[config.mk]
export PLATFORM = sky130hd
export DESIGN_NAME = cdb_arbiter
export DESIGN_NICKNAME = d
export VERILOG_FILES = /design/src/verilog/issue_pkg.sv /design/src/verilog/cdb_arbiter.sv
export SDC_FILE = /design/constraint.sdc
export NUM_CORES = 1
export LEC_CHECK = 0
export ABC_AREA = 1
export BUFFER_PORTS_ARGS = -buffer_cell sky130_fd_sc_hd__buf_4
export CORE_MARGIN = 2
export CORE_UTILIZATION = 25
export CTS_CLUSTER_SIZE = 8
export DETAILED_ROUTE_END_ITERATION = 8
export PLACE_DENSITY = 0.81
export SETUP_SLACK_MARGIN = 0.3
export SLEW_MARGIN = 10
export SYNTH_ARGS = -nofsm -noshare
export SYNTH_HDL_FRONTEND = slang
export SYNTH_SLANG_ARGS = --single-unit
[constraint.sdc]
create_clock -name clk -period 1.5 [get_ports clk]
set_input_delay 0.225 -clock clk [delete_from_list [all_inputs] [get_ports clk]]
set_output_delay 0.225 -clock clk [all_outputs]
set_load 0.01 [all_outputs]
[src/verilog/issue_pkg.sv]
package issue_pkg;

	localparam int XLEN      = 32;
	localparam int NUM_PREGS = 64;
	localparam int PREG_W    = 6;
	localparam int RS_DEPTH  = 16;
	localparam int RS_IDX_W  = 4;
	localparam int ROB_W     = 4;
	localparam int NUM_FU    = 2;
	localparam int FU_W      = 1;

	// Major opcodes kept by this stage
	typedef enum logic [6:0] {
		OPC_OP_IMM = 7'b0010011, // ADDI, ANDI
		OPC_OP     = 7'b0110011  // ADD, SUB, XOR, SRA
	} opcode_e;

	typedef enum logic [2:0] {
		ALU_ADD,
		ALU_SUB,
		ALU_XOR,
		ALU_SRA,
		ALU_AND
	} alu_op_e;

	// Renamed instruction from the rename stage
	typedef struct packed {
		logic [31:0]       instr;
		logic [PREG_W-1:0] ps1;
		logic [PREG_W-1:0] ps2;
		logic [PREG_W-1:0] pd;
		logic [ROB_W-1:0]  rob;
	} disp_req_t;

	typedef struct packed {
		logic              in_use;
		alu_op_e           op;
		logic [PREG_W-1:0] pd;
		logic [ROB_W-1:0]  rob;
		logic [FU_W-1:0]   fu;
		logic [PREG_W-1:0] src1_tag;
		logic [PREG_W-1:0] src2_tag;
		logic [XLEN-1:0]   src1_val;
		logic [XLEN-1:0]   src2_val;
		logic              src1_rdy;
		logic              src2_rdy;
	} rs_entry_t;

	typedef struct packed {
		alu_op_e           op;
		logic [XLEN-1:0]   opa;
		logic [XLEN-1:0]   opb;
		logic [PREG_W-1:0] pd;
		logic [ROB_W-1:0]  rob;
	} issue_t;

	typedef struct packed {
		logic              valid;
		logic [PREG_W-1:0] pd;
		logic [XLEN-1:0]   data;
		logic [ROB_W-1:0]  rob;
		logic [FU_W-1:0]   fu;
	} cdb_t;

	// One register file read port result
	typedef struct packed {
		logic            ready;
		logic [XLEN-1:0] value;
	} src_t;

endpackage

[src/verilog/cdb_arbiter.sv]
`timescale 1ns/100ps

module cdb_arbiter (
	input  logic                         clk,
	input  logic                         i_arst_n,
	input  logic [issue_pkg::NUM_FU-1:0] i_req,
	input  issue_pkg::cdb_t              i_result [issue_pkg::NUM_FU],
	output logic [issue_pkg::NUM_FU-1:0] o_grant,
	output issue_pkg::cdb_t              o_cdb
);

	logic last_q; // Unit that won most recently

	// Unit 1 wins a tie only when unit 0 won last
	assign o_grant[1] = i_req[1] && (!i_req[0] || !last_q);
	assign o_grant[0] = i_req[0] && !o_grant[1];

	always_comb begin
		o_cdb       = o_grant[1] ? i_result[1] : i_result[0];
		o_cdb.valid = |o_grant;
	end

	always_ff @(posedge clk or negedge i_arst_n) begin
		if (!i_arst_n)
			last_q <= 1'b1; // Unit 0 first after reset
		else if (|o_grant)
			last_q <= o_grant[1];
	end

endmodule

== Word-level counts from Yosys, hierarchy flattened ==
Cells that the tools add are included.

* RAM bits: 0
* Output and inout bits: 46
* Memories kept: 0
* Bits of input ports: 92
* Word-level logic and storage cells: 9
* Bits in latches: 0
* Bits in read-only memories: 0
* Bits in registers: 1

* Bitwise operators: 0
* Shift operators: 0
* Add/subtract/negate cells: 0
* Mux-type cells: 1
* Div/mod/pow operators: 0
* Reduce and logical (&&, ||, !) cells: 7
* Multiply operators: 0
* Equality and inequality tests: 0
* Magnitude comparators: 0

{| class="wikitable"
|+ Operators by type and width
! cell !! number
|-
| 43-bit two-way mux || 1
|-
| 1-bit logical NOT || 3
|-
| 1-bit logical AND || 2
|-
| 2-bit OR reduction || 1
|-
| 1-bit logical OR || 1
|}

== Longest topological paths before layout ==
* Word-level depth: 6
* Mapped depth: 5

== Least setup slack after synthesis ==
Ideal clock, no wire load.

* Path type: register -> output
* Start point: register last_q
* End point: output o_cdb[10] (netlist name)
* Required time: 1.275 ns
* Stages on the path, launching flop included: 6
* Path buffers: 1
* Data arrival time: 1.006 ns
* Path slack: 0.269 ns
* Cells stage by stage: dfstp_2 -> nand2_2 -> nand2_4 -> buf_6 -> nand2_1 -> nand2_1

{| class="wikitable"
|+ RTL lines
! what !! line !! text
|-
| start, declared || cdb_arbiter.sv:12 || <nowiki>logic last_q;</nowiki>
|-
| start signal, assigned || cdb_arbiter.sv:27 || <nowiki>last_q <= o_grant[1];</nowiki>
|-
| end, declared || cdb_arbiter.sv:9 || <nowiki>output issue_pkg::cdb_t o_cdb</nowiki>
|}

==> summary.txt <==
Global route
  – Largest net degree at the start of global routing: 45
  – Vias in the first global route: 1299
  – Total GRT Usage: 0.1976
  – Initial antenna violation count: 0
  – Congestion Overflow GR: 0
  – First-pass GRT wire length: 5.499 mm

Timing
  – RSZ-0062 raised after global routing: true
  – Clock Skew: 0 ps
  – Slew margin rel.: 0.8311
  – Final Cycle Share: 0.8803
  – Slew Limit Fails: 0
  – Worst slew pin tran: 253.4 ps
  – Final hold viol count: 0
  – Fin Setup TNS: 0 ps
  – Period minus WS final: 1320 ps
  – Endpoints failing setup: 0
  – Achievable Freq: 757.3 MHz

Synth
  – Seq cells post-synth: 1
  – Leading area contributor after synthesis: nand2_1
  – Syn. warnings: 0
  – Syn Std Cell Area: 696.9 µm²
  – Post-Syn Area per Cell: 4.646 µm²
  – Post-Syn Instances: 150
  – Share of the synthesized area in the top cell type: 0.4686
  – Largest cells by area after synthesis: nand2_1 (47%), nand3_1 (31%), buf_6 (6.5%), buf_2 (5.7%), dfstp_2 (3.8%)
  – Post-Syn Nets: 242
  – Post-synthesis sequential area ratio: 0.03770
  – Post-synth cell types: 11

Setup path
  – Crit-path leading delay family: flip-flops
  – Critical Path Start: last_q
  – Setup crit end kind: output port
  – CP max stage cell: dfstp_2
  – Worst r2r dst: last_q
  – Crit path required time: 1270 ps
  – Worst setup SP type: register
  – Worst R2R Start: last_q
  – Critical Path AT: 1100 ps
  – R2R cell count: 3
  – Worst path bufs/invs: 2
  – Crit-path cells: nand2_4 -> nand2_8 -> buf_12 -> nand2_1 -> nand2_2 -> buf_4
  – R2r setup slk: 500 ps
  – CP max FO: 21
  – Kind of critical path: register to output port
  – Max stage delay on crit path: 530 ps

Final layout
  – Commonest non-fill, non-tap cell in the layout: buf_4
  – Most frequent cells in the layout: buf_4 (137), nand2_1 (48), nand3_1 (43)
  – Most flops, register: last_q
  – Antenna Cells: 0
  – Largest register FFs: 1
  – NumNets Final: 372
  – Final Instance Area: 1866 µm²
  – Fill count: 264
  – Area growth from synthesis to layout: 167.7%
  – Biggest regs: last_q: 1 flops
  – Fin util: 0.6884
  – Layout cells sized above 1: 0.6619

Status
  – Status: finished, final reports clean

Placement
  – Port Buffer Count: 135
  – GPL Wtd Cong: 0.6798
  – Dpl cell area: 1842 µm²
  – HPWL after DPL: 2.702 mm

Die
  – Row cnt: 19
  – CORE AREA: 2710 µm²
  – Die X: 56.80 µm
  – I/O pins: 138
  – Initial Util: 0.2572
  – Area of the die: 3226 µm²
  – Die H: 56.80 µm

Pwr
  – P per Cell Area: 427.2 nW/µm²
  – VDD IR-drop max: 0.3230 mV
  – Power after layout: 0.7969 mW
  – Leakage Power: 1.111 nW

Routing
  – Detail Route Antenna Nets: 0
  – Pre-antenna DRT Iters: 4
  – Starting DRT DRC Count: 63
  – Post-DR vias/cell: 4.576
  – Post-route DRC: 0
  – Wire per inst: 11.10 µm
  – WL final: 3.430 mm
  – Vias: 1414

Clock network
  – CTS clk-pin slew, worst paths: 0 ps
  – Hold_buf cts: 0
  – Latest clock arrival within the worst-skew pair: 0 ps

Job
  – Max-cap viol count: 0

Worst hold path
  – Hold WC Path Type: input pin to asynchronous set/reset pin
-- synthesized netlist by cell type --
| library cell | n |
|---|---|
| buf_6 | 4 |
| nand2_2 | 1 |
| buf_4 | 1 |
| nand2_4 | 1 |
| dfstp_2 | 1 |
| nand3_1 | 43 |
| nor2_1 | 1 |
| inv_1 | 2 |
| o21a_1 | 1 |
| nand2_1 | 87 |
| buf_2 | 8 |
-- layout make-up --
| class | instances | area, µm² | area share |
|---|---|---|---|
| flip-flops and latches | 1 | 26.28 | 0.01408 |
| repair buffers | 141 | 1109 | 0.5942 |
| inverters | 2 | 7.507 | 0.004024 |
| well taps | 31 | 38.79 | 0.02079 |
| multi-input cells | 134 | 684.4 | 0.3669 |
-- logic make-up after synthesis --
family	Yosys count	share of synthesized area
and+or+nand+nor	133	0.8079
buffers and inverters	15	0.1436
DFF	1	0.03771
AOI/OAI and AO/OA	1	0.01078
-- worst max path at each step --
stage,depth (start not counted),slack [ps],end
after global routing,6,120,o_cdb[23]
final,6,180,o_cdb[26]
after CTS,6,170,o_cdb[26]
after floorplan,5,290,o_cdb[10]
after global placement,6,140,o_cdb[22]
after detailed placement,6,110,o_cdb[26]
-- worst reg2reg max path: stages, from the launching register on --
cell and delay, ps:
dfstp_2 530, nand2_4 80, buf_12 190, o21a_1 130
-- metrics by stage --
step                      hold WS (ps)  setup slack [ps]  std cells
after floorplan                  77.16             294.4        150
after global placement           157.3             138.8        307
after detailed placement         159.8             114.8        307
after CTS                        159.8             169.9        309
after global routing             160.8             119.3        309
final                            158.5             179.6        309
-- metal layers --
metal | up-vias | GRT usage | share of wire
met5 | - | 0 | 0
met4 | 0 | 0.009967 | 0
met3 | 0 | 0.02995 | 0.089
met2 | 62 | 0.3953 | 0.55
met1 | 614 | 0.2270 | 0.36
li1 | 738 | - | -
-- repair_timing --
| action | CTS | global route |
|---|---|---|
| resized for setup | 1 | 0 |
| gates cloned | 0 | 0 |
| endpoints found under the hold margin | 0 | 0 |
| buffers inserted | 2 | 0 |
| endpoints found under the setup margin | 45 | 46 |
-- power breakdown --
group          leakage, nW  internal (mW)  total, mW  switching [mW]
sequential          0.0105         0.0345     0.0384         0.00384
combinational         1.10          0.423      0.759           0.336
clock                    0              0          0               0
total                 1.11          0.457      0.797           0.340
Note: power is estimated with default switching activity, not from simulation.
