$ cat src/verilog/issue_pkg.sv
package issue_pkg;

	localparam int XLEN      = 32;
	localparam int NUM_PREGS = 64;
	localparam int PREG_W    = 6;
	localparam int RS_DEPTH  = 16;
	localparam int RS_IDX_W  = 4;
	localparam int ROB_W     = 4;
	localparam int NUM_FU    = 2;
	localparam int FU_W      = 1;

	// Major opcodes kept by this stage
	typedef enum logic [6:0] {
		OPC_OP_IMM = 7'b0010011, // ADDI, ANDI
		OPC_OP     = 7'b0110011  // ADD, SUB, XOR, SRA
	} opcode_e;

	typedef enum logic [2:0] {
		ALU_ADD,
		ALU_SUB,
		ALU_XOR,
		ALU_SRA,
		ALU_AND
	} alu_op_e;

	// Renamed instruction from the rename stage
	typedef struct packed {
		logic [31:0]       instr;
		logic [PREG_W-1:0] ps1;
		logic [PREG_W-1:0] ps2;
		logic [PREG_W-1:0] pd;
		logic [ROB_W-1:0]  rob;
	} disp_req_t;

	typedef struct packed {
		logic              in_use;
		alu_op_e           op;
		logic [PREG_W-1:0] pd;
		logic [ROB_W-1:0]  rob;
		logic [FU_W-1:0]   fu;
		logic [PREG_W-1:0] src1_tag;
		logic [PREG_W-1:0] src2_tag;
		logic [XLEN-1:0]   src1_val;
		logic [XLEN-1:0]   src2_val;
		logic              src1_rdy;
		logic              src2_rdy;
	} rs_entry_t;

	typedef struct packed {
		alu_op_e           op;
		logic [XLEN-1:0]   opa;
		logic [XLEN-1:0]   opb;
		logic [PREG_W-1:0] pd;
		logic [ROB_W-1:0]  rob;
	} issue_t;

	typedef struct packed {
		logic              valid;
		logic [PREG_W-1:0] pd;
		logic [XLEN-1:0]   data;
		logic [ROB_W-1:0]  rob;
		logic [FU_W-1:0]   fu;
	} cdb_t;

	// One register file read port result
	typedef struct packed {
		logic            ready;
		logic [XLEN-1:0] value;
	} src_t;

endpackage

$ cat src/verilog/dispatch_decode.sv
`timescale 1ns/100ps

module dispatch_decode (
	input  logic                         clk,
	input  logic                         i_arst_n,
	input  logic                         i_accept,
	input  issue_pkg::disp_req_t         i_disp,
	output logic [issue_pkg::PREG_W-1:0] o_ps1,
	output logic [issue_pkg::PREG_W-1:0] o_ps2,
	input  issue_pkg::src_t              i_src1,
	input  issue_pkg::src_t              i_src2,
	output issue_pkg::rs_entry_t         o_entry
);

	logic              alt_q; // Unit for the next accepted instruction
	logic [2:0]        funct3;
	logic              funct7_b5;
	issue_pkg::opcode_e opcode;

	assign o_ps1     = i_disp.ps1;
	assign o_ps2     = i_disp.ps2;
	assign opcode    = issue_pkg::opcode_e'(i_disp.instr[6:0]);
	assign funct3    = i_disp.instr[14:12];
	assign funct7_b5 = i_disp.instr[30]; // Picks SUB and SRA

	always_comb begin
		o_entry          = '0;
		o_entry.in_use   = 1'b1;
		o_entry.pd       = i_disp.pd;
		o_entry.rob      = i_disp.rob;
		o_entry.fu       = alt_q;
		o_entry.src1_tag = i_disp.ps1;
		o_entry.src1_val = i_src1.value;
		o_entry.src1_rdy = i_src1.ready;
		o_entry.op       = issue_pkg::ALU_ADD;

		if (opcode == issue_pkg::OPC_OP) begin
			o_entry.src2_tag = i_disp.ps2;
			o_entry.src2_val = i_src2.value;
			o_entry.src2_rdy = i_src2.ready;
			case (funct3)
				3'b000:  o_entry.op = funct7_b5 ? issue_pkg::ALU_SUB : issue_pkg::ALU_ADD;
				3'b100:  o_entry.op = issue_pkg::ALU_XOR;
				3'b101:  o_entry.op = issue_pkg::ALU_SRA;
				default: o_entry.op = issue_pkg::ALU_ADD;
			endcase
		end else begin
			// Immediate is zero-extended, always ready
			o_entry.src2_tag = '0;
			o_entry.src2_val = {20'b0, i_disp.instr[31:20]};
			o_entry.src2_rdy = 1'b1;
			o_entry.op       = (funct3 == 3'b111) ? issue_pkg::ALU_AND : issue_pkg::ALU_ADD;
		end

		// x0 reads as zero and never waits
		if (i_disp.ps1 == '0) begin
			o_entry.src1_val = '0;
			o_entry.src1_rdy = 1'b1;
		end
		if (opcode == issue_pkg::OPC_OP && i_disp.ps2 == '0) begin
			o_entry.src2_val = '0;
			o_entry.src2_rdy = 1'b1;
		end
	end

	always_ff @(posedge clk or negedge i_arst_n) begin
		if (!i_arst_n)
			alt_q <= 1'b0;
		else if (i_accept)
			alt_q <= ~alt_q;
	end

endmodule

$ cat config.mk
export PLATFORM = sky130hd
export DESIGN_NAME = dispatch_decode
export DESIGN_NICKNAME = d
export VERILOG_FILES = /design/src/verilog/issue_pkg.sv /design/src/verilog/dispatch_decode.sv
export SDC_FILE = /design/constraint.sdc
export NUM_CORES = 1
export LEC_CHECK = 0
export ABC_CLOCK_PERIOD_IN_PS = 1300
export BUFFER_PORTS_ARGS = -buffer_cell sky130_fd_sc_hd__buf_2
export CAP_MARGIN = 15
export CORE_AREA = 5 5 84 86
export CTS_CLUSTER_DIAMETER = 60
export DETAILED_ROUTE_END_ITERATION = 12
export DIE_AREA = 0 0 89 91
export PLACE_DENSITY = 0.69
export SLEW_MARGIN = 20
export SYNTH_ARGS = -nofsm -noshare
export SYNTH_HDL_FRONTEND = slang
export SYNTH_SLANG_ARGS = --single-unit
export TNS_END_PERCENT = 20
$ cat constraint.sdc
create_clock -name clk -period 1.3 [get_ports clk]
set_clock_uncertainty 0.15 [all_clocks]
set_input_delay 0 -clock clk [delete_from_list [all_inputs] [get_ports clk]]
set_output_delay 0 -clock clk [all_outputs]
set_load 0.005 [all_outputs]
# Word level (Yosys, flattened, before mapping)
# Cells that the tools add are included.
[classes] n_eq_ne=4 muxes=11 bitwise=1 n_reduce_logical=4
[ops] cell="$mux 32" n=3
[ops] cell="$logic_not 6->1" n=2
[ops] cell="$eq 3x3->1 const B" n=3
[ops] cell="$eq 7x6->1 const B" n=1
[ops] cell="$mux 3" n=2
[ops] cell="$mux 6" n=1
[ops] cell="$pmux 2 s3" n=1
[ops] cell="$mux 1" n=4
[ops] cell="$logic_not 3->1" n=1
[ops] cell="$logic_and 1x1->1" n=1
[ops] cell="$not 1->1" n=1
[totals] regBits=1 inputBits=123 output_inout_bits=105 wordCells=21

# Longest topological paths before layout
# Gate-level depths: netlist (run 1).
[logic_depth] depth_word=3 depth_mapped=5 depth_no_buf=3

# Worst setup path before layout (run 1)
# Ideal clock, no wire load.
[synth_path] path_kind="input to output" from="in i_disp[28] (netlist name)" to="out o_entry[30] (netlist name)" arrival_ns=0.851 required_time_ns=1.150 setup_slack_ns=0.299 stages=5 path_buffers=2 path_cell_list="and4b_1 and3_1 buf_4 buf_4 and3_1"
[synth_rtl] element="start: declaration" line_no="dispatch_decode.sv:7" rtl="input issue_pkg::disp_req_t i_disp,"
[synth_rtl] element="end: declaration" line_no="dispatch_decode.sv:12" rtl="output issue_pkg::rs_entry_t o_entry"

==> results.cfg, run 1 <==
[floorplanning]
die_wd_um = 89
std_cell_rows = 29
core_area_um2 = 6200
die_span_y_um = 91
die_outline_area_um2 = 8100
floorplan.initialDensity_pct = 15.7
top_level_ports = 228

[placement]
place_congestion = 0.865
place_hpwl_um = 5110
dp_worst_setup_slack_ns = 0.00835
buffer_ports.inserted = 196
dp.cells = 387

[setup_path]
endpoint_kind = primary output
timing_worst_setup_path_type = input pin to primary output
startpoint_type = input pin
worst-r2r-setup-slack_ns = 0.50
cp.required_ns = 1.15
worst-path-max-fanout = 29
critical_path_arrival_ns = 1.06

[clock_network]
clk-insertion-delay-late_ns = 0
path_clk_slew_ns = 0

[synthesis]
synthDominantAreaCellType = buf_4
synth_area_per_cell_um2 = 6.59
synth_area_leaders = buf_4, and2_1, and3_1
synth_nets = 271
yosysSeqAreaShare_pct = 2.56
synth_area_um2 = 976
ys_warn_count = 0
postSynthCellCount = 148
cell_variety_after_synth = 20
synth_top_cell_area_share_pct = 25.4
yosys_register_bits = 1

[grt]
final_global_route_overflow_total = 0
grt_first_pass_wirelength_um = 8160
first_global_vias = 1724
grt_max_degree = 30
gr-usage-all-layers_pct = 12.4
antenna_found_initial = 0

[layout]
largest_register_ffs = 1
fillers = 672
registers.top_by_ff_count = alt_q
final_layout_size_suffix_gt1_share_pct = 64.7
seq_area_um2 = 25.0
post_layout_nonfiller_instances = 400
flow.area_growth_from_synthesis_pct = 105
multi_input_comb_area_um2 = 669
num-nets-final = 448
diodes = 0
reg_top3 = alt_q: 1 flops

[sta]
layout_worst_path_cycle_share_pct = 93.1
setup-tns-final_ns = 0
grt_setup_unrepaired = false
hold_slack_ns = 0.0411
finalHoldViolations = 0
max_freq_mhz = 827
final-max-slew-violation-count = 0
fin_ws_ns = 0.0901
final_period_minus_worst_setup_slack_ns = 1.21
setup-violations-final = 0

[run]
drv_cap = 0

[power]
post-layout-total-power_mw = 0.522
power.density_cell_area_nw_per_um2 = 261
total_leakage_power_nw = 1.24
vdd_ir_drop_max_mv = 0.281

[min_path]
hp_class = input pin to register

[route]
drt_first_iter_violations = 29
postRouteWirelength_um = 5920
detail_route.first_pass.iterations = 4
vias_per_cell = 4.27
drt-wirelength-per-cell_um = 14.8
remaining_drc_errors = 0
detail-route-antenna-nets = 0
count_of_vias_placed_by_the_detailed_router = 1709

[status]
run_status = complete, no violations
-- worst max-delay path, cell delays in order --
cell and delay, ns:
buf_2 0.12, nor4_1 0.27, nand2_1 0.18, buf_12 0.19
and2_1 0.16, buf_2 0.14
-- layout make-up --
class	instances	area share [%]
multi-input cells	104	33.4
flip-flops and latches	1	1.25
well taps	77	4.81
repair buffers	218	60.5
-- final timing paths --
kind                                      to  cells past startpoint               from
hold / removal             alt_q$_DFFE_PN0P_                      2           i_accept
setup / recovery                 o_entry[49]                      6         i_disp[19]
hold reg to reg            alt_q$_DFFE_PN0P_                      1  alt_q$_DFFE_PN0P_
min in group asynchronous  alt_q$_DFFE_PN0P_                      2           i_arst_n
setup reg to reg           alt_q$_DFFE_PN0P_                      1  alt_q$_DFFE_PN0P_
max in group asynchronous  alt_q$_DFFE_PN0P_                      2           i_arst_n
-- synth_stat cells --
library cell,instances
dfrtp_1,1
conb_1,1
buf_4,33
or3_1,1
nor4_1,1
nor3b_1,2
and4b_1,1
nand2b_1,1
nand3_1,3
and3_1,22
a21oi_1,1
and2_1,38
nand4_1,12
clkbuf_1,8
o2bb2ai_1,12
xor2_1,1
nor3_1,1
buf_2,2
nand2_1,1
nor2_1,6
-- cell families (layout without fill, tap and decap cells) --
group / after synthesis / count (layout) / synth area share [%]
AO/OA/AOI/OAI: 13 / 13 / 11.3
other: 1 / 1 / 0.384
XOR/XNOR: 1 / 1 / 0.898
buffers and inverters: 43 / 218 / 29.5
AND/OR/NAND/NOR: 89 / 89 / 55.4
flip-flops: 1 / 1 / 2.56
-- power by group --
group	internal, mW	switching (mW)
logic	0.277	0.187
registers	0.0480	0.0108
clock network	0	0
-- placed cells by master (no fill, tap or decap), types with 3 or more instances in the layout --
| cell | count |
|---|---|
| and2_1 | 38 |
| and3_1 | 22 |
| buf_12 | 3 |
| buf_2 | 196 |
| buf_4 | 8 |
| dlygate4sd3_1 | 11 |
| nand3_1 | 3 |
| nand4_1 | 12 |
| nor2_1 | 6 |
| o2bb2ai_1 | 12 |
-- per-layer routing --
layer	vias to the layer above	track usage (%)	part of all wire [%]
met5	-	0	0
met4	0	1.61	1.2
met3	6	1.90	14
met2	140	27.1	55
met1	731	11.6	30
li1	832	-	-
-- metrics by stage --
stage / util (%) / area [um^2]
6_report: 32.3 / 2000
5_1_grt: 32.3 / 2000
4_1_cts: 31.9 / 1980
3_5_place_dp: 30.1 / 1870
3_3_place_gp: 30.1 / 1870
2_1_floorplan: - / 976
-- timing repair --
action	4_1_cts	5_1_grt
buffers inserted	0	2
hold buffers	11	0
setup endpoints to repair	0	33
hold endpoints to repair	11	0
gates resized for setup	0	2
Power figures use the tool's default switching activity.
==> run 2: changes to the inputs <==
HOLD_SLACK_MARGIN = 0.06   (was unset)
==> run 2 against run 1 <==
  * Highest routed layer unchanged
  * Design area rose by 5.0%
  * Die area did not move
  * Hold slack improved by 0.020 ns
  * Combinational power rose by 5.6%
==> results.cfg, run 2 (synthesis gave the netlist of run 1 again) <==
[setup_path]
critical_path.n_buffers_inverters = 3
critical-path-top-cell-by-count = buf_2
cpPeakStageDelay_ns = 0.29
endpoint_kind = primary output
worst-path-max-fanout = 29
cell_breakdown_of_the_critical_path = buf_2 -> nor4_1 -> nand2_1 -> buf_12 -> and2_1 -> buf_2
startpoint_type = input pin
largest_delay_contributor_family_on_the_critical_path = simple AND/OR/NAND/NOR gates
critical_path_arrival_ns = 1.08
cp.required_ns = 1.15
timing_worst_setup_path_type = input pin to primary output
crit_path_top_delay_cell = nor4_1

[layout]
final_layout_size_suffix_gt1_share_pct = 62.8
fillers = 656
diodes = 0
num-nets-final = 458
largest_register_ffs = 1
layout.cells.most_common = buf_2
reg_top3 = alt_q: 1 flops
multi_input_comb_area_um2 = 669
most_used_cells_in_the_layout_excluding_fill_and_tap_cells = buf_2, and2_1, and3_1
flow.area_growth_from_synthesis_pct = 115
seq_area_um2 = 25.0
post_layout_nonfiller_instances = 410
finalCoreUtilization_pct = 33.9
registers.top_by_ff_count = alt_q

[sta]
setup-tns-final_ns = 0
setup-violations-final = 0
final_period_minus_worst_setup_slack_ns = 1.23
max_freq_mhz = 815
layout_worst_path_cycle_share_pct = 94.4
grt_setup_unrepaired = false
final-max-slew-violation-count = 0
finalHoldViolations = 0

[floorplanning]
die_span_y_um = 91
std_cell_rows = 29
core_area_um2 = 6200
top_level_ports = 228
die_wd_um = 89
die_outline_area_um2 = 8100
floorplan.initialDensity_pct = 15.7

[placement]
place_hpwl_um = 5110
dp.cells = 387
place_congestion = 0.865
buffer_ports.inserted = 196

[min_path]
hp_class = input pin to primary output

[grt]
antenna_found_initial = 0
first_global_vias = 1808
grt_max_degree = 30
final_global_route_overflow_total = 0
gr-usage-all-layers_pct = 12.9
grt_first_pass_wirelength_um = 8470

[route]
highest_layer = met4
remaining_drc_errors = 0
count_of_vias_placed_by_the_detailed_router = 1759
detail_route.first_pass.iterations = 4
detail-route-antenna-nets = 0
postRouteWirelength_um = 6110
drt_first_iter_violations = 28
routed-wl-met3_um = 859
detailed_routed_wire_length_on_met2_um = 3320
vias_per_cell = 4.29
drt-wirelength-per-cell_um = 14.9
drt-met1-wl_um = 1800

[power]
power.share.clock_pct = 0
power_report.internal_total_mw = 0.344
switching_power_share_of_the_total_pct = 37.4
power.share.combinational_pct = 89.1
power.density_cell_area_nw_per_um2 = 262
vdd_ir_drop_max_mv = 0.287
switching_power_mw = 0.206
share_seq_of_total_power_pct = 10.9
total_leakage_power_nw = 1.28

[status]
run_status = complete, no violations

[run]
drv_cap = 0

[clock_network]
clk-insertion-delay-late_ns = 0
[run 2: path summary, 6_finish.rpt]
check                                  start  slack (ns)  cells after the start                end
max                               i_disp[19]        0.07                      6        o_entry[49]
min reg2reg                alt_q$_DFFE_PN0P_        0.32                      1  alt_q$_DFFE_PN0P_
max in group asynchronous           i_arst_n        0.75                      2  alt_q$_DFFE_PN0P_
max reg2reg                alt_q$_DFFE_PN0P_        0.49                      1  alt_q$_DFFE_PN0P_
min                               i_disp[11]        0.06                      2           o_ps2[1]
min in group asynchronous           i_arst_n        0.17                      2  alt_q$_DFFE_PN0P_
[run 2: area by class of cell]
| class | instances | area share [%] |
|---|---|---|
| Timing Repair Buffer | 228 | 62.4 |
| Multi-Input combinational cell | 104 | 31.8 |
| Tap cell | 77 | 4.58 |
| Sequential cell | 1 | 1.19 |
[run 2: per-stage QoR]
step / power, mW / instance area [um^2] / setup WS (ns) / hold WS (ns)
finish: 0.550 / 2100 / 0.0734 / 0.0609
detailed placement: 0.492 / 1870 / 0.00835 / -0.370
CTS: 0.550 / 2080 / 0.000221 / 0.0614
global placement: 0.489 / 1870 / 0.0302 / -0.372
floorplan: 0.267 / 976 / 0.299 / -0.446
global route: 0.602 / 2100 / 0.0225 / 0.0700
[run 2: what timing repair did]
item                                   4_1_cts  5_1_grt
setup endpoints to repair                    0       33
gates resized for setup                      0        2
endpoints found under the hold margin       22        0
setup buffers                                0        2
hold buffers                                21        0
[run 2: per-layer routing]
| layer | track usage, % | vias to the layer above |
|---|---|---|
| li1 | - | 855 |
| met1 | 11.4 | 749 |
| met2 | 27.9 | 145 |
| met5 | 0 | - |
| met3 | 2.53 | 10 |
| met4 | 2.85 | 0 |
[run 2: power groups by stage]
| stage | logic (mW) | registers [mW] | clock network (mW) |
|---|---|---|---|
| finish | 0.490 | 0.0600 | 0 |
| CTS | 0.491 | 0.0590 | 0 |
| floorplan | 0.210 | 0.0567 | 0 |
| global placement | 0.430 | 0.0582 | 0 |
| global route | 0.539 | 0.0623 | 0 |
| detailed placement | 0.434 | 0.0587 | 0 |
==> run 3: changes to the inputs <==
ABC_AREA = 1   (was unset)
CORE_AREA = 5 5 85 87   (was 5 5 84 86)
DIE_AREA = 0 0 90 92   (was 0 0 89 91)
PLACE_DENSITY = 0.7   (was 0.69)
==> run 3 against run 2 <==
  * Register-to-register slack about the same
  * Critical endpoint is now o_entry[15]
  * Via count grew 4.0%
  * Highest routed layer unchanged
  * Design area up 0.42%
  * Setup slack improved by 0.10 ns
  * Core utilization down 0.25 points
  * Largest cell class unchanged
  * Routed wire length down 8.6%
==> results.cfg, run 3 <==
[sta]
layout_worst_path_cycle_share_pct = 86.4
hold_slack_ns = 0.0598
grt_setup_unrepaired = false
finalHoldViolations = 0
final-max-slew-violation-count = 0
setup-violations-final = 0
max_freq_mhz = 890
fin_ws_ns = 0.176
final_period_minus_worst_setup_slack_ns = 1.12
setup-tns-final_ns = 0

[layout]
num-nets-final = 533
diodes = 0
largest_register_ffs = 1
final_layout_size_suffix_gt1_share_pct = 50.7
post_layout_nonfiller_instances = 485
flow.area_growth_from_synthesis_pct = 94.1
registers.top_by_ff_count = alt_q
seq_area_um2 = 25.0
fillers = 688
most_used_cells_in_the_layout_excluding_fill_and_tap_cells = buf_2, nand2_1, inv_1
multi_input_comb_area_um2 = 603
reg_top3 = alt_q: 1 flops
layout.cells.most_common = buf_2

[power]
power_report.internal_total_mw = 0.328
vdd_ir_drop_max_mv = 0.346
power.share.combinational_pct = 89.2
total_leakage_power_nw = 1.59
switching_power_mw = 0.216
share_seq_of_total_power_pct = 10.8
power.density_cell_area_nw_per_um2 = 258
power.share.clock_pct = 0
switching_power_share_of_the_total_pct = 39.7

[floorplanning]
top_level_ports = 228
die_wd_um = 90
die_outline_area_um2 = 8280
core_area_um2 = 6280
floorplan.initialDensity_pct = 17.3
die_span_y_um = 92
std_cell_rows = 29

[grt]
grt_use_met1_pct = 14.3
grt_first_pass_wirelength_um = 8440
gr-usage-all-layers_pct = 11.5
globalRouteMet3Util_pct = 1.80
first_global_vias = 1645
gr_peak_layer = met2
groute.layer.met2.usage_pct = 21.6
final_global_route_overflow_total = 0
antenna_found_initial = 0
grt_max_degree = 34

[route]
postRouteWirelength_um = 5590
detail_route.first_pass.iterations = 4
drt_first_iter_violations = 55
vias_per_cell = 3.77
drt-wirelength-per-cell_um = 11.5
remaining_drc_errors = 0
count_of_vias_placed_by_the_detailed_router = 1829
detail-route-antenna-nets = 0

[synthesis]
yosysSeqAreaShare_pct = 2.30
postSynthCellCount = 228
synthDominantAreaCellType = nand2_1
post_synth_xor_area_fraction_pct = 0.806
synth_area_um2 = 1090
synth_nets = 351
synth_area_per_cell_um2 = 4.77
synth_adder_area_share_pct = 0
post-synth-top-count-cell = nand2_1
synth_enable_flop_cells = 0
synthMuxAreaShare_pct = 0
yosys_register_bits = 1
cell_variety_after_synth = 17
post_synth_and_or_nand_nor_area_fraction_pct = 54.3
synth_top_family_by_area = simple AND/OR/NAND/NOR gates
synth_top_cell_area_share_pct = 28.7
synth_area_leaders = nand2_1, buf_4, inv_1
complex_gate_fraction_of_the_synthesized_area_pct = 0
primary_flip_flop_cell_chosen_by_synthesis_mapping = dfrtp_1
synthArstFlopShare_pct = 100
ys_warn_count = 0
synth_commonest_cells = nand2_1, inv_1, nor2_1

[setup_path]
startpoint_type = input pin
crit_end = o_entry[15]
endpoint_kind = primary output
crit_path_top_delay_cell = nor2_8
critical_path_arrival_ns = 0.97
timing.reg2reg.worst_path_depth = 1
critical-path-top-cell-by-count = buf_2
worst-r2r-setup-slack_ns = 0.50
worst-path-max-fanout = 28
timing.critical_path.from = i_disp[25]
timing_worst_setup_path_type = input pin to primary output
cell_breakdown_of_the_critical_path = buf_2 -> nor2_4 -> nand2_2 -> nor2_8 -> nand2_1 -> nor2_1 -> buf_2
regToRegStartpoint = alt_q$_DFFE_PN0P_
cp.required_ns = 1.15
cpPeakStageDelay_ns = 0.29
worstReg2RegEnd = alt_q$_DFFE_PN0P_

[placement]
dp_worst_setup_slack_ns = 0.0890
place_hpwl_um = 4640
dp.cells = 464
buffer_ports.inserted = 196
place_congestion = 0.863

[run]
drv_cap = 0

[min_path]
hp_class = input pin to primary output

[clock_network]
clk-insertion-delay-late_ns = 0
postCtsSetupRepairBufs = 0

[status]
run_status = complete, no violations
==> run 3: final cells by class <==
cell class	instances	area share (%)
multi-input cells	142	28.6
inverters	45	8.18
flip-flops and latches	1	1.19
well taps	77	4.56
repair buffers	220	57.5
==> run 3: power groups by stage <==
stage	logic, mW	clock network [mW]	registers (mW)
after floorplan	0.223	0	0.0567
after global placement	0.429	0	0.0576
after detailed placement	0.434	0	0.0588
after CTS	0.489	0	0.0591
after global routing	0.541	0	0.0630
final	0.485	0	0.0589
==> run 3: how the worst min path moves through the flow <==
stage / cells past startpoint / startpoint / to
final: 2 / i_disp[17] / o_entry[73]
after global routing: 2 / i_disp[17] / o_entry[73]
after CTS: 2 / i_disp[17] / o_ps1[1]
after detailed placement: 1 / i_arst_n / alt_q$_DFFE_PN0P_
after global placement: 1 / i_arst_n / alt_q$_DFFE_PN0P_
after floorplan: 0 / i_arst_n / alt_q$_DFFE_PN0P_
==> run 3: logic make-up after synthesis <==
logic type             count (synthesis)
AND/OR/NAND/NOR                      140
buffers and inverters                 85
XOR/XNOR                               1
flip-flops                             1
other                                  1
==> run 3: through the flow <==
stage                     utilization (%)  area [um^2]  power (mW)
after global routing                 33.6         2110       0.604
after global placement               30.2         1900       0.487
after floorplan                         -         1090       0.280
after detailed placement             30.2         1900       0.492
after CTS                            33.6         2110       0.548
final                                33.6         2110       0.544
==> run 3: metal layers <==
metal | share of wire [%] | vias to the layer above | wire, um
li1 | - | 977 | -
met1 | 37 | 757 | 2060
met2 | 55 | 91 | 3050
met3 | 7.7 | 4 | 431
met4 | 0.70 | 0 | 39
met5 | 0 | - | 0
==> run 3: timing repair <==
action	CTS	global route
setup endpoints to repair	0	4
resized for setup	0	1
hold buffers	21	0
hold endpoints to repair	24	0
==> run 3: worst max-delay path, delay by kind of cell <==
family | cells | cell delay [ns]
and+or+nand+nor | 5 | 0.72
buffers and inverters | 2 | 0.24
