--- src/verilog/issue_pkg.sv ---
package issue_pkg;

	localparam int XLEN      = 32;
	localparam int NUM_PREGS = 64;
	localparam int PREG_W    = 6;
	localparam int RS_DEPTH  = 16;
	localparam int RS_IDX_W  = 4;
	localparam int ROB_W     = 4;
	localparam int NUM_FU    = 2;
	localparam int FU_W      = 1;

	// Major opcodes kept by this stage
	typedef enum logic [6:0] {
		OPC_OP_IMM = 7'b0010011, // ADDI, ANDI
		OPC_OP     = 7'b0110011  // ADD, SUB, XOR, SRA
	} opcode_e;

	typedef enum logic [2:0] {
		ALU_ADD,
		ALU_SUB,
		ALU_XOR,
		ALU_SRA,
		ALU_AND
	} alu_op_e;

	// Renamed instruction from the rename stage
	typedef struct packed {
		logic [31:0]       instr;
		logic [PREG_W-1:0] ps1;
		logic [PREG_W-1:0] ps2;
		logic [PREG_W-1:0] pd;
		logic [ROB_W-1:0]  rob;
	} disp_req_t;

	typedef struct packed {
		logic              in_use;
		alu_op_e           op;
		logic [PREG_W-1:0] pd;
		logic [ROB_W-1:0]  rob;
		logic [FU_W-1:0]   fu;
		logic [PREG_W-1:0] src1_tag;
		logic [PREG_W-1:0] src2_tag;
		logic [XLEN-1:0]   src1_val;
		logic [XLEN-1:0]   src2_val;
		logic              src1_rdy;
		logic              src2_rdy;
	} rs_entry_t;

	typedef struct packed {
		alu_op_e           op;
		logic [XLEN-1:0]   opa;
		logic [XLEN-1:0]   opb;
		logic [PREG_W-1:0] pd;
		logic [ROB_W-1:0]  rob;
	} issue_t;

	typedef struct packed {
		logic              valid;
		logic [PREG_W-1:0] pd;
		logic [XLEN-1:0]   data;
		logic [ROB_W-1:0]  rob;
		logic [FU_W-1:0]   fu;
	} cdb_t;

	// One register file read port result
	typedef struct packed {
		logic            ready;
		logic [XLEN-1:0] value;
	} src_t;

endpackage

--- src/verilog/alu_unit.sv ---
`timescale 1ns/100ps

module alu_unit #(
	parameter logic [issue_pkg::FU_W-1:0] FU_ID = '0
) (
	input  logic              clk,
	input  logic              i_arst_n,
	input  logic              i_issue_valid,
	input  issue_pkg::issue_t i_issue,
	output logic              o_issue_ready,
	output logic              o_req,
	output issue_pkg::cdb_t   o_result,
	input  logic              i_grant
);

	logic                       valid_q;
	issue_pkg::cdb_t            res_q;
	logic [issue_pkg::XLEN-1:0] alu_out;

	always_comb begin
		case (i_issue.op)
			issue_pkg::ALU_ADD: alu_out = i_issue.opa + i_issue.opb;
			issue_pkg::ALU_SUB: alu_out = i_issue.opa - i_issue.opb;
			issue_pkg::ALU_XOR: alu_out = i_issue.opa ^ i_issue.opb;
			issue_pkg::ALU_SRA: alu_out = $signed(i_issue.opa) >>> i_issue.opb[4:0];
			issue_pkg::ALU_AND: alu_out = i_issue.opa & i_issue.opb;
			default:            alu_out = i_issue.opa + i_issue.opb;
		endcase
	end

	// Free slot, or the held result leaves this cycle
	assign o_issue_ready = !valid_q || i_grant;
	assign o_req         = valid_q;

	always_comb begin
		o_result       = res_q;
		o_result.valid = valid_q;
	end

	always_ff @(posedge clk or negedge i_arst_n) begin
		if (!i_arst_n)
			valid_q <= 1'b0;
		else if (i_issue_valid && o_issue_ready)
			valid_q <= 1'b1;
		else if (i_grant)
			valid_q <= 1'b0;
	end

	always_ff @(posedge clk) begin
		if (i_issue_valid && o_issue_ready) begin
			res_q.valid <= 1'b1;
			res_q.pd    <= i_issue.pd;
			res_q.data  <= alu_out;
			res_q.rob   <= i_issue.rob;
			res_q.fu    <= FU_ID;
		end
	end

endmodule

--- config.mk ---
export PLATFORM = sky130hd
export DESIGN_NAME = alu_unit
export DESIGN_NICKNAME = d
export VERILOG_FILES = /design/src/verilog/issue_pkg.sv /design/src/verilog/alu_unit.sv
export SDC_FILE = /design/constraint.sdc
export NUM_CORES = 1
export LEC_CHECK = 0
export BUFFER_PORTS_ARGS = -buffer_cell sky130_fd_sc_hd__clkbuf_2
export CAP_MARGIN = 20
export CORE_ASPECT_RATIO = 0.5
export CORE_MARGIN = 10
export CORE_UTILIZATION = 40
export CTS_CLUSTER_DIAMETER = 120
export DETAILED_ROUTE_END_ITERATION = 16
export HOLD_SLACK_MARGIN = 0.06
export PLACE_DENSITY_LB_ADDON = 0.1
export SETUP_SLACK_MARGIN = 0.02
export SLEW_MARGIN = 25
export SYNTH_ARGS = -nofsm -noshare
export SYNTH_HDL_FRONTEND = slang
export SYNTH_SLANG_ARGS = --single-unit
--- constraint.sdc ---
create_clock -name clk -period 2.4 [get_ports clk]
set_input_delay 0.48 -clock clk [delete_from_list [all_inputs] [get_ports clk]]
set_output_delay 0.48 -clock clk [all_outputs]
set_load 0.01 [all_outputs]
* After elaboration in Yosys (flattened, before gate mapping) *
Cells that the tools add are included.

cells by class
  $add $sub $neg = 2
  equality and inequality tests = 4
  shift-type cells = 1
  multiplexer cells = 3
  bitwise operators = 2
  reductions and logical operators = 4

operator list
  cell                                            number
  case mux 32 bit (4 select lines)                1
  adder 32 bit                                    1
  bitwise AND 32 bit                              1
  >>> shifter 32 x 5 -> 32 bit                    1
  subtractor 32 bit                               1
  XOR 32 bit                                      1
  == test 3 x 2 -> 1 bit (second input constant)  2
  == test 3 x 1 -> 1 bit (second input constant)  1
  == test 3 bit (second input constant)           1
  2-to-1 mux 1 bit                                2
  nonzero test 2 bit                              1
  logical AND 1 bit                               1
  logical NOT 1 bit                               1
  logical OR 1 bit                                1

storage, ports and cells
  register bits = 43
  input port bits = 81
  output and inout port bits = 46
  logic and storage cells = 20

* Depth between registers and ports, before layout *
Gate-level depths: netlist (run 1).

  depth after elaboration = 4
  depth in mapped cells = 20
  gate-level depth less buffers = 17

* Worst setup path before layout (run 1) *
OpenSTA, ideal clock, no wires.

  path kind = input port to flip-flop
  start point = input port i_issue[74] (netlist name)
  end point = register res_q, in the netlist o_result[30] (data pin)
  setup time = 272 ps
  data arrival time = 4345 ps
  required time = 2128 ps
  setup slack = -2217 ps
  stages on the path = 16
  buffers on the path = 3
  path through = clkbuf_1 inv_1 clkbuf_1 nor3_1 clkbuf_1 nor2_1 xnor2_1 ha_1 nor2_1 a211o_1 a21oi_4 a41oi_4 o41ai_2 o31ai_2 and4_4 or4_1

between the ends
  word-level cells in the longest chain between the ends = 2
  elaborated cells on any way between the ends = 5
  those cells by class = eq/ne (4); mux (1)

RTL lines
  what                                   RTL line        text
  start: declaration                     alu_unit.sv:9   input issue_pkg::issue_t i_issue,
  == test 3 bit (tied with other cells)  alu_unit.sv:21  case (i_issue.op)
  case mux 32 bit (4 select lines) (*)   alu_unit.sv:21
  via alu_out, one bit                   alu_unit.sv:18  logic [issue_pkg::XLEN-1:0] alu_out;
  end: declaration                       alu_unit.sv:17  issue_pkg::cdb_t res_q;

The timed path passes the listed nets; every way through them passes the cells marked *.
A chain may end at the register's enable or synchronous reset.

* Worst setup path in the final report (run 1) *
  start point = input port i_issue[19] (netlist name)
  end point = register res_q, in the netlist o_result[29] (data pin)

between the ends
  word-level cells in the longest chain between the ends = 2
  elaborated cells on any way between the ends = 3
  those cells by class = add/sub (2); mux (1)

RTL lines
  what                                                      RTL line
  adder 32 bit / subtractor 32 bit (equally long branches)  alu_unit.sv:22, alu_unit.sv:27, alu_unit.sv:23
  case mux 32 bit (4 select lines) (*)                      alu_unit.sv:21
  via alu_out, one bit                                      alu_unit.sv:18

Marks and branches as above.

==> run summary, run 1 <==
Status -> complete, but fails checks
Failing checks -> negative setup slack
Largest net degree at the start of global routing -> 43
CP endpoint kind -> flop
Ys async rst share -> 2.33%
Setup-failing EPs final -> 28
Post-synth top area share -> 19.0%
Max Slew Vio Count -> 0
CTS root buffer -> clkbuf_16
Cell Area, Synth -> 6620 um2
Post-synthesis mux area share -> 14.4%
Die Area -> 22400 um2
Port buffer count -> 125
Post-synth top flop -> edfxtp_1
Fin area -> 10900 um2
Post-synthesis adder-cell area fraction -> 12.4%
Row cnt -> 33
Fin crit period -> 3.83 ns
Count of cell types in the netlist -> 75
Crit start category -> input port
Clk_lat worst skew -> 0.30 ns
Initial Utilization -> 40.6%
Chip width -> 202 um
FILL cells -> 1357
Critical Path, Cell by Cell -> buf_6 > or4_4 > and4bb_4 > buf_6 > a21oi_4 > xnor2_2 > ha_1 > buf_6 > a21oi_2 > o21ai_1 > a31oi_1 > o31ai_2 > buf_4 > a21oi_4 > a31oi_4 > xor2_2 > a221o_1
Met2 global-route usage -> 39.7%
Wirelength, routed -> 30700 um
P&R area growth vs syn -> 64.4%
Vias per inst -> 5.72
Slowest CP cell -> or4_4
DRT Pass-1 Iters -> 4
Grt peak-use layer -> met2
Met3 Usage GRT -> 4.46%
Seq/Total Area, Yosys -> 19.4%
Synth area leader -> edfxtp_1
Max-cap violations -> 0
Largest family of logic cells by synthesized area -> compound AO/OA/AOI/OAI gates
RSZ-0062 raised after global routing -> yes
Least-Margin Pin Slew -> 0.584 ns
DP HPWL -> 23900 um
Share of cells above drive strength 1 -> 51.8%
Peak supply drop -> 262 uV
Xor/xnor share of the synthesized area -> 7.54%
Commonest cells in the netlist -> a21oi_1, nand2_1, nor2_1
Crit path required time -> 2.46 ns
Final Hold Fails -> 0
Placer Congestion -> 0.972
Syn avg cell area -> 8.33 um2
Skew final -> 0.0116 ns
Pwr/cell area -> 425 nW/um2
Slew headroom -> 60.7%
Initial antenna violation count -> 1
Residual DRC -> 0
Total power -> 4.62 mW
H-tree depth -> 2
PnR worst setup slack -> -1.43 ns
Ant diodes -> 0
Share of the clock period used by the worst path -> 160%
CP arrival -> 3.89 ns
Synth warn -> 0
CTS sink cnt -> 43
Placed Area -> 9380 um2
Met1 Resource Use GR -> 37.4%
Critical path's largest stage delay -> 0.57 ns
Vias in the first global route -> 8065
EDFF count, synth -> 42
GRT Resource Usage Total -> 26.1%
Leak pwr -> 4.95 nW
Worst-path fanout max -> 4
Die height -> 111 um
Simple-Gate Fraction of Synth Area -> 15.6%
Initial DRC count -> 776
Drt wl/cell -> 21.9 um
Max clock buf depth -> 2
Core area -> 16300 um2
Global-route wire length before repair -> 46500 um
TritonCTS Buffers -> 5
Worst Hold Class -> in2reg
Via count -> 8032
Congestion Overflow GR -> 0
Most used cell, CP -> buf_6
Area contributors post-synth -> edfxtp_1, ha_1, a21oi_1
CTS tree -> yes
Most common cell in the netlist -> a21oi_1
Fmax -> 261 MHz
Io pins -> 127
Post-route ant nets -> 0
Total Nets Final -> 1322
Syn_nets -> 941
Compound-Gate Fraction of Synth Area -> 25.8%
Critical path class -> in2reg
Mapped Cells -> 795
Register bit total from synthesis -> 43
Clock slew at reported path FFs -> 0.08 ns
==> power by group <==
group / total, mW / switching [mW] / internal, mW / leakage [nW]
sequential: 0.967 / 0.0236 / 0.943 / 0.412
clock: 0.730 / 0.343 / 0.386 / 0.0669
combinational: 2.93 / 1.49 / 1.43 / 4.47
==> flip-flops by register name, indices dropped and copies added (netlist names) <==
signal,flops
o_req,1
o_result,42
==> path summary, 6_finish.rpt <==
kind	end	slack (ns)	from	cells past startpoint
setup / recovery	o_result[29]$_DFFE_PP_	-1.43	i_issue[19]	17
hold / removal	o_result[4]$_DFFE_PP_	0.36	i_issue[3]	1
setup reg to reg	o_result[30]$_DFFE_PP_	1.10	o_req$_DFFE_PN0P_	3
hold reg to reg	o_req$_DFFE_PN0P_	0.58	o_req$_DFFE_PN0P_	2
max in group asynchronous	o_req$_DFFE_PN0P_	1.83	i_arst_n	2
min in group asynchronous	o_req$_DFFE_PN0P_	0.49	i_arst_n	2
==> cells in the final DEF (no fill, tap or decap), drive strengths merged, types with 3 or more instances in the layout <==
cell type / Yosys / layout
o31ai: 7 / 7
o211ai: 8 / 8
o32ai: 4 / 4
mux2i: 37 / 37
xnor2: 31 / 31
and3: 6 / 6
nand4: 5 / 5
nand2: 78 / 78
o21bai: 4 / 4
buf: 15 / 301
nor2b: 6 / 6
o41ai: 4 / 4
nor4: 4 / 4
mux4: 20 / 20
o21a: 5 / 5
nand3: 14 / 14
ha: 64 / 64
xor2: 26 / 26
nor3: 16 / 16
nand2b: 8 / 8
a22oi: 9 / 9
nor2: 70 / 70
a21o: 14 / 14
a22o: 4 / 4
mux2: 12 / 12
o221a: 3 / 3
o21ai: 55 / 55
clkbuf: 35 / 128
a21oi: 95 / 95
inv: 18 / 18
o221ai: 5 / 5
and2: 6 / 6
a31oi: 8 / 8
a211oi: 9 / 9
or4: 4 / 4
o22ai: 5 / 5
or3: 3 / 3
edfxtp: 42 / 42
==> layout make-up <==
| type | instances | area [um2] | area share, % |
|---|---|---|---|
| tap | 227 | 284 | 2.61 |
| multi-input combinational | 682 | 5930 | 54.5 |
| clock buffer | 6 | 129 | 1.18 |
| timing repair buffer | 425 | 3160 | 29.0 |
| sequential | 43 | 1290 | 11.8 |
| clock inverter | 2 | 12.5 | 0.115 |
| inverter | 19 | 83.8 | 0.770 |
==> repair_timing <==
action / in CTS / in global routing
resized for setup: 127 / 91
pin swaps: 58 / 66
gates cloned: 2 / 0
buffers inserted: 31 / 14
endpoints found under the hold margin: 1 / 0
endpoints found under the setup margin: 32 / 32
hold buffers: 1 / 0
==> stage by stage <==
| stage | std cells | worst slack (ns) | utilization [%] | setup TNS [ns] | hold slack, ns |
|---|---|---|---|---|---|
| after floorplan | 795 | -1.40 | - | -26.45 | 0.184 |
| after global placement | 1351 | -1.75 | 57.5 | -37.63 | 0.255 |
| after detailed placement | 1351 | -1.78 | 57.5 | -38.70 | 0.256 |
| after CTS | 1391 | -1.33 | 63.5 | -26.17 | 0.350 |
| after global routing | 1404 | -1.51 | 66.7 | -30.48 | 0.353 |
| final | 1404 | -1.43 | 66.7 | -27.68 | 0.355 |
==> kinds of logic after synthesis <==
group,Yosys count
compound gates,263
xor+xnor,57
fa+ha+maj,65
buf+inv,70
flops,43
mux,69
other cells,1
simple gates,227
==> layer usage <==
layer / part of all wire, % / wire length [um]
met5: 0.042 / 13
met4: 2.0 / 601
met3: 7.8 / 2390
met2: 43 / 13300
met1: 47 / 14300
==> critical path: cells and delay by family <==
family                     cells  cell delay [ns]
AOI/OAI and AO/OA              8             1.20
and+or+nand+nor                2             0.97
buffers and inverters          4             0.54
xor gates and xnor gates       2             0.36
adders and majority gates      1             0.32
(Power assumes the default switching activity.)
==> inputs of run 2 (changes only) <==
--- a/config.mk
+++ b/config.mk
@@ -9,5 +9,4 @@
 export CAP_MARGIN = 20
 export CORE_ASPECT_RATIO = 0.5
-export CORE_MARGIN = 10
 export CORE_UTILIZATION = 40
 export CTS_CLUSTER_DIAMETER = 120
==> constraint.sdc (replaced) <==
create_clock -name clk -period 2.4 [get_ports clk]
set_input_delay 0.36 -clock clk [delete_from_list [all_inputs] [get_ports clk]]
set_output_delay 0.36 -clock clk [all_outputs]
set_load 0.01 [all_outputs]
==> run 2 against run 1 <==
  * The run still ends with negative setup slack left
  * Largest cell class unchanged
  * Non-clock buffer count down 6
  * Design area down 2.5%
  * Flip-flop and latch count unchanged
  * Sequential power about the same
  * Critical path type unchanged
  * Die area down 24%
  * Register-to-register slack better by 0.03 ns
==> run summary, run 2 (synthesis results as in run 1) <==
Status -> complete, but fails checks
Failing checks -> negative setup slack
Placed Area -> 9290 um2 (-0.91%)
Most frequent cells in the layout -> buf_4, clkbuf_2, nand2_1
TritonCTS Buffers -> 5 (unchanged)
Fin crit period -> 3.69 ns (-0.135 ns)
Vias per inst -> 5.77 (+0.77%)
CP endpoint kind -> flop
CP arrival -> 3.75 ns (-0.14 ns)
Chip width -> 184 um (-8.9%)
Crit path required time -> 2.45 ns (about the same)
CTS root buffer -> clkbuf_16
CTS tree -> yes
Placer Congestion -> 0.932 (-4.1%)
Row cnt -> 32 (-3.0%)
Slew headroom -> 60.6% (about the same)
Placed Cells incl. Taps -> 1338 (-0.96%)
PnR worst setup slack -> -1.29 ns (+0.135 ns)
Worst hold margin -> 0.228 ns (-0.128 ns)
Initial antenna violation count -> 0 (-1)
Max-cap violations -> 0 (unchanged)
Max Slew Vio Count -> 0 (unchanged)
Via count -> 8025 (-0.087%)
Total Nets Final -> 1316 (-0.45%)
FILL cells -> 1394 (+2.7%)
CTS sink cnt -> 43 (unchanged)
Max reg flops -> 42 (unchanged)
Max clock buf depth -> 2 (unchanged)
H-tree depth -> 2 (unchanged)
Wirelength, routed -> 29000 um (-5.4%)
Residual DRC -> 0 (unchanged)
P&R area growth vs syn -> 60.3%
Pwr/cell area -> 429 nW/um2 (+1.0%)
Die height -> 93.0 um (-16%)
Worst-path fanout max -> 5 (+1)
DP HPWL -> 21900 um (-8.6%)
Global-route wire length before repair -> 43300 um (-6.7%)
Least-Margin Pin Slew -> 0.589 ns (+0.00573 ns)
Ant diodes -> 0 (unchanged)
Critical path class -> in2reg
Share of the clock period used by the worst path -> 154% (-5.6 points)
Most common cell after layout, fill and taps aside -> buf_4
Cell Count, Final, Fillers Out -> 1392 (-0.85%)
Fin area -> 10600 um2 (-2.5%)
Vias in the first global route -> 7606 (-5.7%)
Worst Hold Class -> in2reg
Fmax -> 271 MHz (+3.7%)
Clock slew at reported path FFs -> 0.08 ns (about the same)
Post-route ant nets -> 0 (unchanged)
Peak supply drop -> 264 uV (+0.92%)
Congestion Overflow GR -> 0 (unchanged)
Setup_tns -> -23.23 ns (+4.45 ns)
Crit start category -> input port
GRT Resource Usage Total -> 33.5% (+7.4 points)
Reg area -> 1290 um2 (unchanged)
Setup-failing EPs final -> 25 (-11%)
Multi-input gate area -> 5770 um2 (-2.7%)
Share of cells above drive strength 1 -> 51.3% (-0.50 points)
Io pins -> 127 (unchanged)
Die Area -> 17100 um2 (-24%)
Initial Utilization -> 42.0% (+1.4 points)
RSZ-0062 raised after global routing -> yes
Leak pwr -> 4.83 nW (-2.4%)
Port buffer count -> 125 (unchanged)
Final Hold Fails -> 0 (unchanged)
Clk_lat worst skew -> 0.31 ns (about the same)
Initial DRC count -> 762 (-1.8%)
Drt wl/cell -> 20.9 um (-4.6%)
Fin util -> 67.3% (+0.53 points)
DRT Pass-1 Iters -> 7 (+3)
Largest net degree at the start of global routing -> 43 (unchanged)
Core area -> 15800 um2 (-3.3%)
Skew final -> 0.0109 ns (-0.000725 ns)
-- run 2: layout make-up --
cell class | instances | share of cell area, %
Timing Repair Buffer | 419 | 28.7
Multi-Input combinational cell | 682 | 54.4
Clock buffer | 5 | 1.18
Tap cell | 221 | 2.61
Inverter | 19 | 0.766
Sequential cell | 43 | 12.1
Clock inverter | 3 | 0.189
-- run 2: final timing paths --
kind | from | slack [ns] | to | depth (start not counted)
max reg2reg | o_req$_DFFE_PN0P_ | 1.13 | o_result[22]$_DFFE_PP_ | 3
max in group asynchronous | i_arst_n | 1.96 | o_req$_DFFE_PN0P_ | 2
max | i_issue[19] | -1.29 | o_result[30]$_DFFE_PP_ | 13
min reg2reg | o_req$_DFFE_PN0P_ | 0.56 | o_req$_DFFE_PN0P_ | 2
min in group asynchronous | i_arst_n | 0.35 | o_req$_DFFE_PN0P_ | 2
min | i_issue[6] | 0.23 | o_result[39]$_DFFE_PP_ | 1
-- run 2: routing by layer --
metal	vias up	track usage, %	routed length (um)
li1	3753	-	-
met1	3834	49.6	13600
met2	399	50.9	12500
met3	39	5.30	2500
met4	0	7.22	430
met5	-	0	0
-- run 2: worst max-delay path: stages --
cell,delay (ns)
buf_6,0.09
or4_4,0.57
and4bb_4,0.40
and3_4,0.25
buf_4,0.12
nor2_2,0.03
xnor2_1,0.12
ha_1,0.34
nand3_2,0.14
o41ai_4,0.50
o31ai_4,0.14
and4_4,0.16
or4_1,0.51
-- run 2: report_power, final --
group          leakage, nW  internal, mW  switching, mW  total [mW]
combinational         4.35          1.38           1.45        2.83
clock               0.0658         0.386          0.372       0.758
sequential           0.412         0.943         0.0238       0.967
-- run 2: repair_timing --
item / in CTS / in global routing
gates cloned: 0 / 1
hold endpoints to repair: 1 / 0
setup endpoints to repair: 31 / 31
gates resized for setup: 116 / 80
buffers inserted: 23 / 28
pin swaps: 74 / 57
hold buffers: 1 / 0
-- run 2: through the flow --
stage,power (mW),setup WS (ns)
global route,4.79,-1.38
finish,4.55,-1.29
CTS,4.30,-1.18
floorplan,2.26,-1.28
detailed placement,3.28,-1.69
global placement,3.26,-1.72
==> inputs of run 3 (changes only) <==
--- a/config.mk
+++ b/config.mk
@@ -12,6 +12,8 @@
 export CTS_CLUSTER_DIAMETER = 120
 export DETAILED_ROUTE_END_ITERATION = 16
+export GPL_ROUTABILITY_DRIVEN = 0
 export HOLD_SLACK_MARGIN = 0.06
 export PLACE_DENSITY_LB_ADDON = 0.1
+export RECOVER_POWER = 100
 export SETUP_SLACK_MARGIN = 0.02
 export SLEW_MARGIN = 25
==> constraint.sdc (replaced) <==
create_clock -name clk -period 2.4 [get_ports clk]
set_input_delay 0.36 -clock clk [delete_from_list [all_inputs] [get_ports clk]]
set_output_delay 0.36 -clock clk [all_outputs]
set_load 0.02 [all_outputs]
==> run 3 against run 2 <==
  * The run still ends with negative setup slack left
  * Sequential share of layout area up 0.30 points
  * Setup slack got worse by 0.030 ns
  * Flip-flop and latch count stayed put
  * Maximum frequency is 0.80% lower
  * Non-clock buffer count fell by 20
  * Combinational power barely moved
  * Register-to-register slack worse by 0.68 ns
  * Count of clock-buffer cells in the layout stayed put
  * Design area down 2.5%
  * Global-route usage decreased by 0.67 points
  * Routed wire length down 0.33%
  * Critical path type unchanged
  * Largest power group unchanged
==> run summary, run 3 (synthesis results as in run 1) <==
Slew headroom -> 17.1% (-43 points)
TritonCTS Buffers -> 5 (unchanged)
Most common cell after layout, fill and taps aside -> buf_4
Clock power share -> 17.2% (+0.6 points)
Chip width -> 184 um (unchanged)
Total Nets Final -> 1296 (-1.5%)
Most used cell, CP -> o211ai_1
Row cnt -> 32 (unchanged)
Sequential power share -> 21.1% (about the same)
Critical Path, Cell by Cell -> buf_6 > or4_4 > and4bb_4 > buf_4 > nand2_2 > o21ai_2 > xor2_1 > ha_2 > a21oi_2 > o211ai_1 > o211ai_1 > nor2_1 > a21oi_4 > a31oi_2 > xor2_2 > a221o_1
Congestion Overflow GR -> 0 (unchanged)
Most frequent cells in the layout -> buf_4, clkbuf_2, nand2_1
Skew final -> 0.0132 ns (+0.00232 ns)
Comb pwr share -> 61.7% (-0.4 points)
Largest net degree at the start of global routing -> 43 (unchanged)
R2R cell count -> 3 (unchanged)
Crit path required time -> 2.46 ns (about the same)
Max clock buf depth -> 2 (unchanged)
Critical path class -> in2reg
Max-cap violations -> 0 (unchanged)
Status -> complete, but fails checks
Clock slew at reported path FFs -> 0.09 ns (about the same)
Ant diodes -> 0 (unchanged)
Share of cells above drive strength 1 -> 46.1% (-5.2 points)
Fmax -> 268 MHz (-0.80%)
GRT Resource Usage Total -> 32.9% (-0.67 points)
Psw -> 1.93 mW (+4.4%)
CP endpoint kind -> flop
Fin crit period -> 3.72 ns (+0.0297 ns)
P_int -> 2.65 mW (-2.1%)
Failing checks -> negative setup slack
Placed Cells incl. Taps -> 1327 (-0.82%)
CTS sink cnt -> 43 (unchanged)
Peak supply drop -> 300 uV (+14%)
H-tree depth -> 2 (unchanged)
Initial DRC count -> 847 (+11%)
Critical path's largest stage delay -> 0.58 ns (about the same)
CP arrival -> 3.79 ns (+0.04 ns)
Slowest CP cell -> or4_4
Drt wl/cell -> 21.1 um (+1.1%)
Least-Margin Pin Slew -> 1.24 ns (+0.654 ns)
Max reg flops -> 42 (unchanged)
Core area -> 15800 um2 (unchanged)
Cell Count, Final, Fillers Out -> 1372 (-1.4%)
Final Hold Fails -> 0 (unchanged)
Port buffer count -> 125 (unchanged)
Share of the clock period used by the worst path -> 155% (+1.2 points)
Io pins -> 127 (unchanged)
DP HPWL -> 21700 um (-0.96%)
Setup WS pre-CTS -> -1.73 ns (-0.0415 ns)
Die Area -> 17100 um2 (unchanged)
Post-route ant nets -> 0 (unchanged)
Wirelength, routed -> 28900 um (-0.33%)
RSZ-0062 raised after global routing -> yes
Global-route wire length before repair -> 42500 um (-1.9%)
Max Slew Vio Count -> 0 (unchanged)
Worst-path fanout max -> 7 (+2)
Clk_lat worst skew -> 0.31 ns (about the same)
Initial Utilization -> 42.0% (unchanged)
CTS root buffer -> clkbuf_16
Initial antenna violation count -> 1 (+1)
PnR worst setup slack -> -1.32 ns (-0.0297 ns)
P&R area growth vs syn -> 56.3%
DRT Pass-1 Iters -> 5 (-2)
Via count -> 8175 (+1.9%)
CTS tree -> yes
Hold path cells -> 1 (unchanged)
Leak pwr -> 4.59 nW (-4.9%)
Switching share of power -> 42.1% (+1.5 points)
Residual DRC -> 0 (unchanged)
Vias per inst -> 5.96 (+3.4%)
Worst Hold Class -> in2reg
Crit start category -> input port
Pwr/cell area -> 442 nW/um2 (+3.1%)
Die height -> 93.0 um (unchanged)
Setup-failing EPs final -> 27 (+8.0%)
Vias in the first global route -> 7532 (-0.97%)
==> run 3: changes by cell type in the layout (fill, tap and decap cells not counted), moves of 4 or more <==
cell      change
clkbuf_2     -43
xnor2_1       +4
xnor2_2       -4
clkbuf_1     +45
buf_4        -13
buf_6        -12
==> run 3: critical path, delay by kind of cell <==
kind	cells	cell delay [ns]
AOI/OAI and AO/OA	7	1.30
xor gates and xnor gates	2	0.37
adders and majority gates	1	0.36
buffers and inverters	2	0.22
and+or+nand+nor	4	1.15
==> run 3: worst paths after layout <==
kind,to,slack [ns],start
worst max-delay path,o_result[29]$_DFFE_PP_,-1.32,i_issue[19]
worst min-delay path,o_result[38]$_DFFE_PP_,0.23,i_issue[5]
worst max register to register,o_result[16]$_DFFE_PP_,0.45,o_req$_DFFE_PN0P_
worst min register to register,o_req$_DFFE_PN0P_,0.56,o_req$_DFFE_PN0P_
max in group asynchronous,o_req$_DFFE_PN0P_,1.94,i_arst_n
min in group asynchronous,o_req$_DFFE_PN0P_,0.37,i_arst_n
==> run 3: what timing repair did <==
action / 4_1_cts / 5_1_grt
resized for setup: 97 / 83
endpoints found under the setup margin: 32 / 31
gates cloned: 2 / 0
endpoints found under the hold margin: 1 / 0
buffers inserted: 20 / 19
pin swaps: 57 / 60
hold buffers: 1 / 0
==> run 3: cell type report <==
type	instances	area, um2
Clock buffer	5	125
Sequential cell	43	1290
Clock inverter	3	23.8
Multi-Input combinational cell	682	5750
Timing Repair Buffer	399	2810
Tap cell	221	277
Inverter	19	78.8
Fill cell	1370	5420
==> run 3: routing by layer <==
metal | global-route usage, % | vias up | part of all wire (%)
met4 | 7.29 | 2 | 1.9
li1 | - | 3721 | -
met2 | 49.2 | 486 | 42
met5 | 0 | - | 0.041
met1 | 47.2 | 3908 | 45
met3 | 8.06 | 58 | 11
==> run 3: power groups by stage <==
stage          Clock (mW)  Sequential [mW]  Combinational [mW]
2_1_floorplan           0             1.08                1.24
3_3_place_gp            0            0.981                2.31
3_5_place_dp            0            0.982                2.34
4_1_cts             0.788            0.966                2.58
5_1_grt             0.821            0.973                2.99
6_report            0.788            0.966                2.82
==> run 3: per-stage QoR <==
| stage | setup TNS, ns | util [%] | power (mW) | hold slack (ns) | cell area, um2 |
|---|---|---|---|---|---|
| after CTS | -21.10 | 63.3 | 4.34 | 0.225 | 9980 |
| final | -23.04 | 65.6 | 4.58 | 0.233 | 10400 |
| after global routing | -25.99 | 65.6 | 4.79 | 0.228 | 10400 |
| after detailed placement | -36.18 | 58.4 | 3.33 | 0.137 | 9220 |
| after floorplan | -22.90 | - | 2.32 | 0.0644 | 6860 |
| after global placement | -33.67 | 58.4 | 3.29 | 0.135 | 9220 |
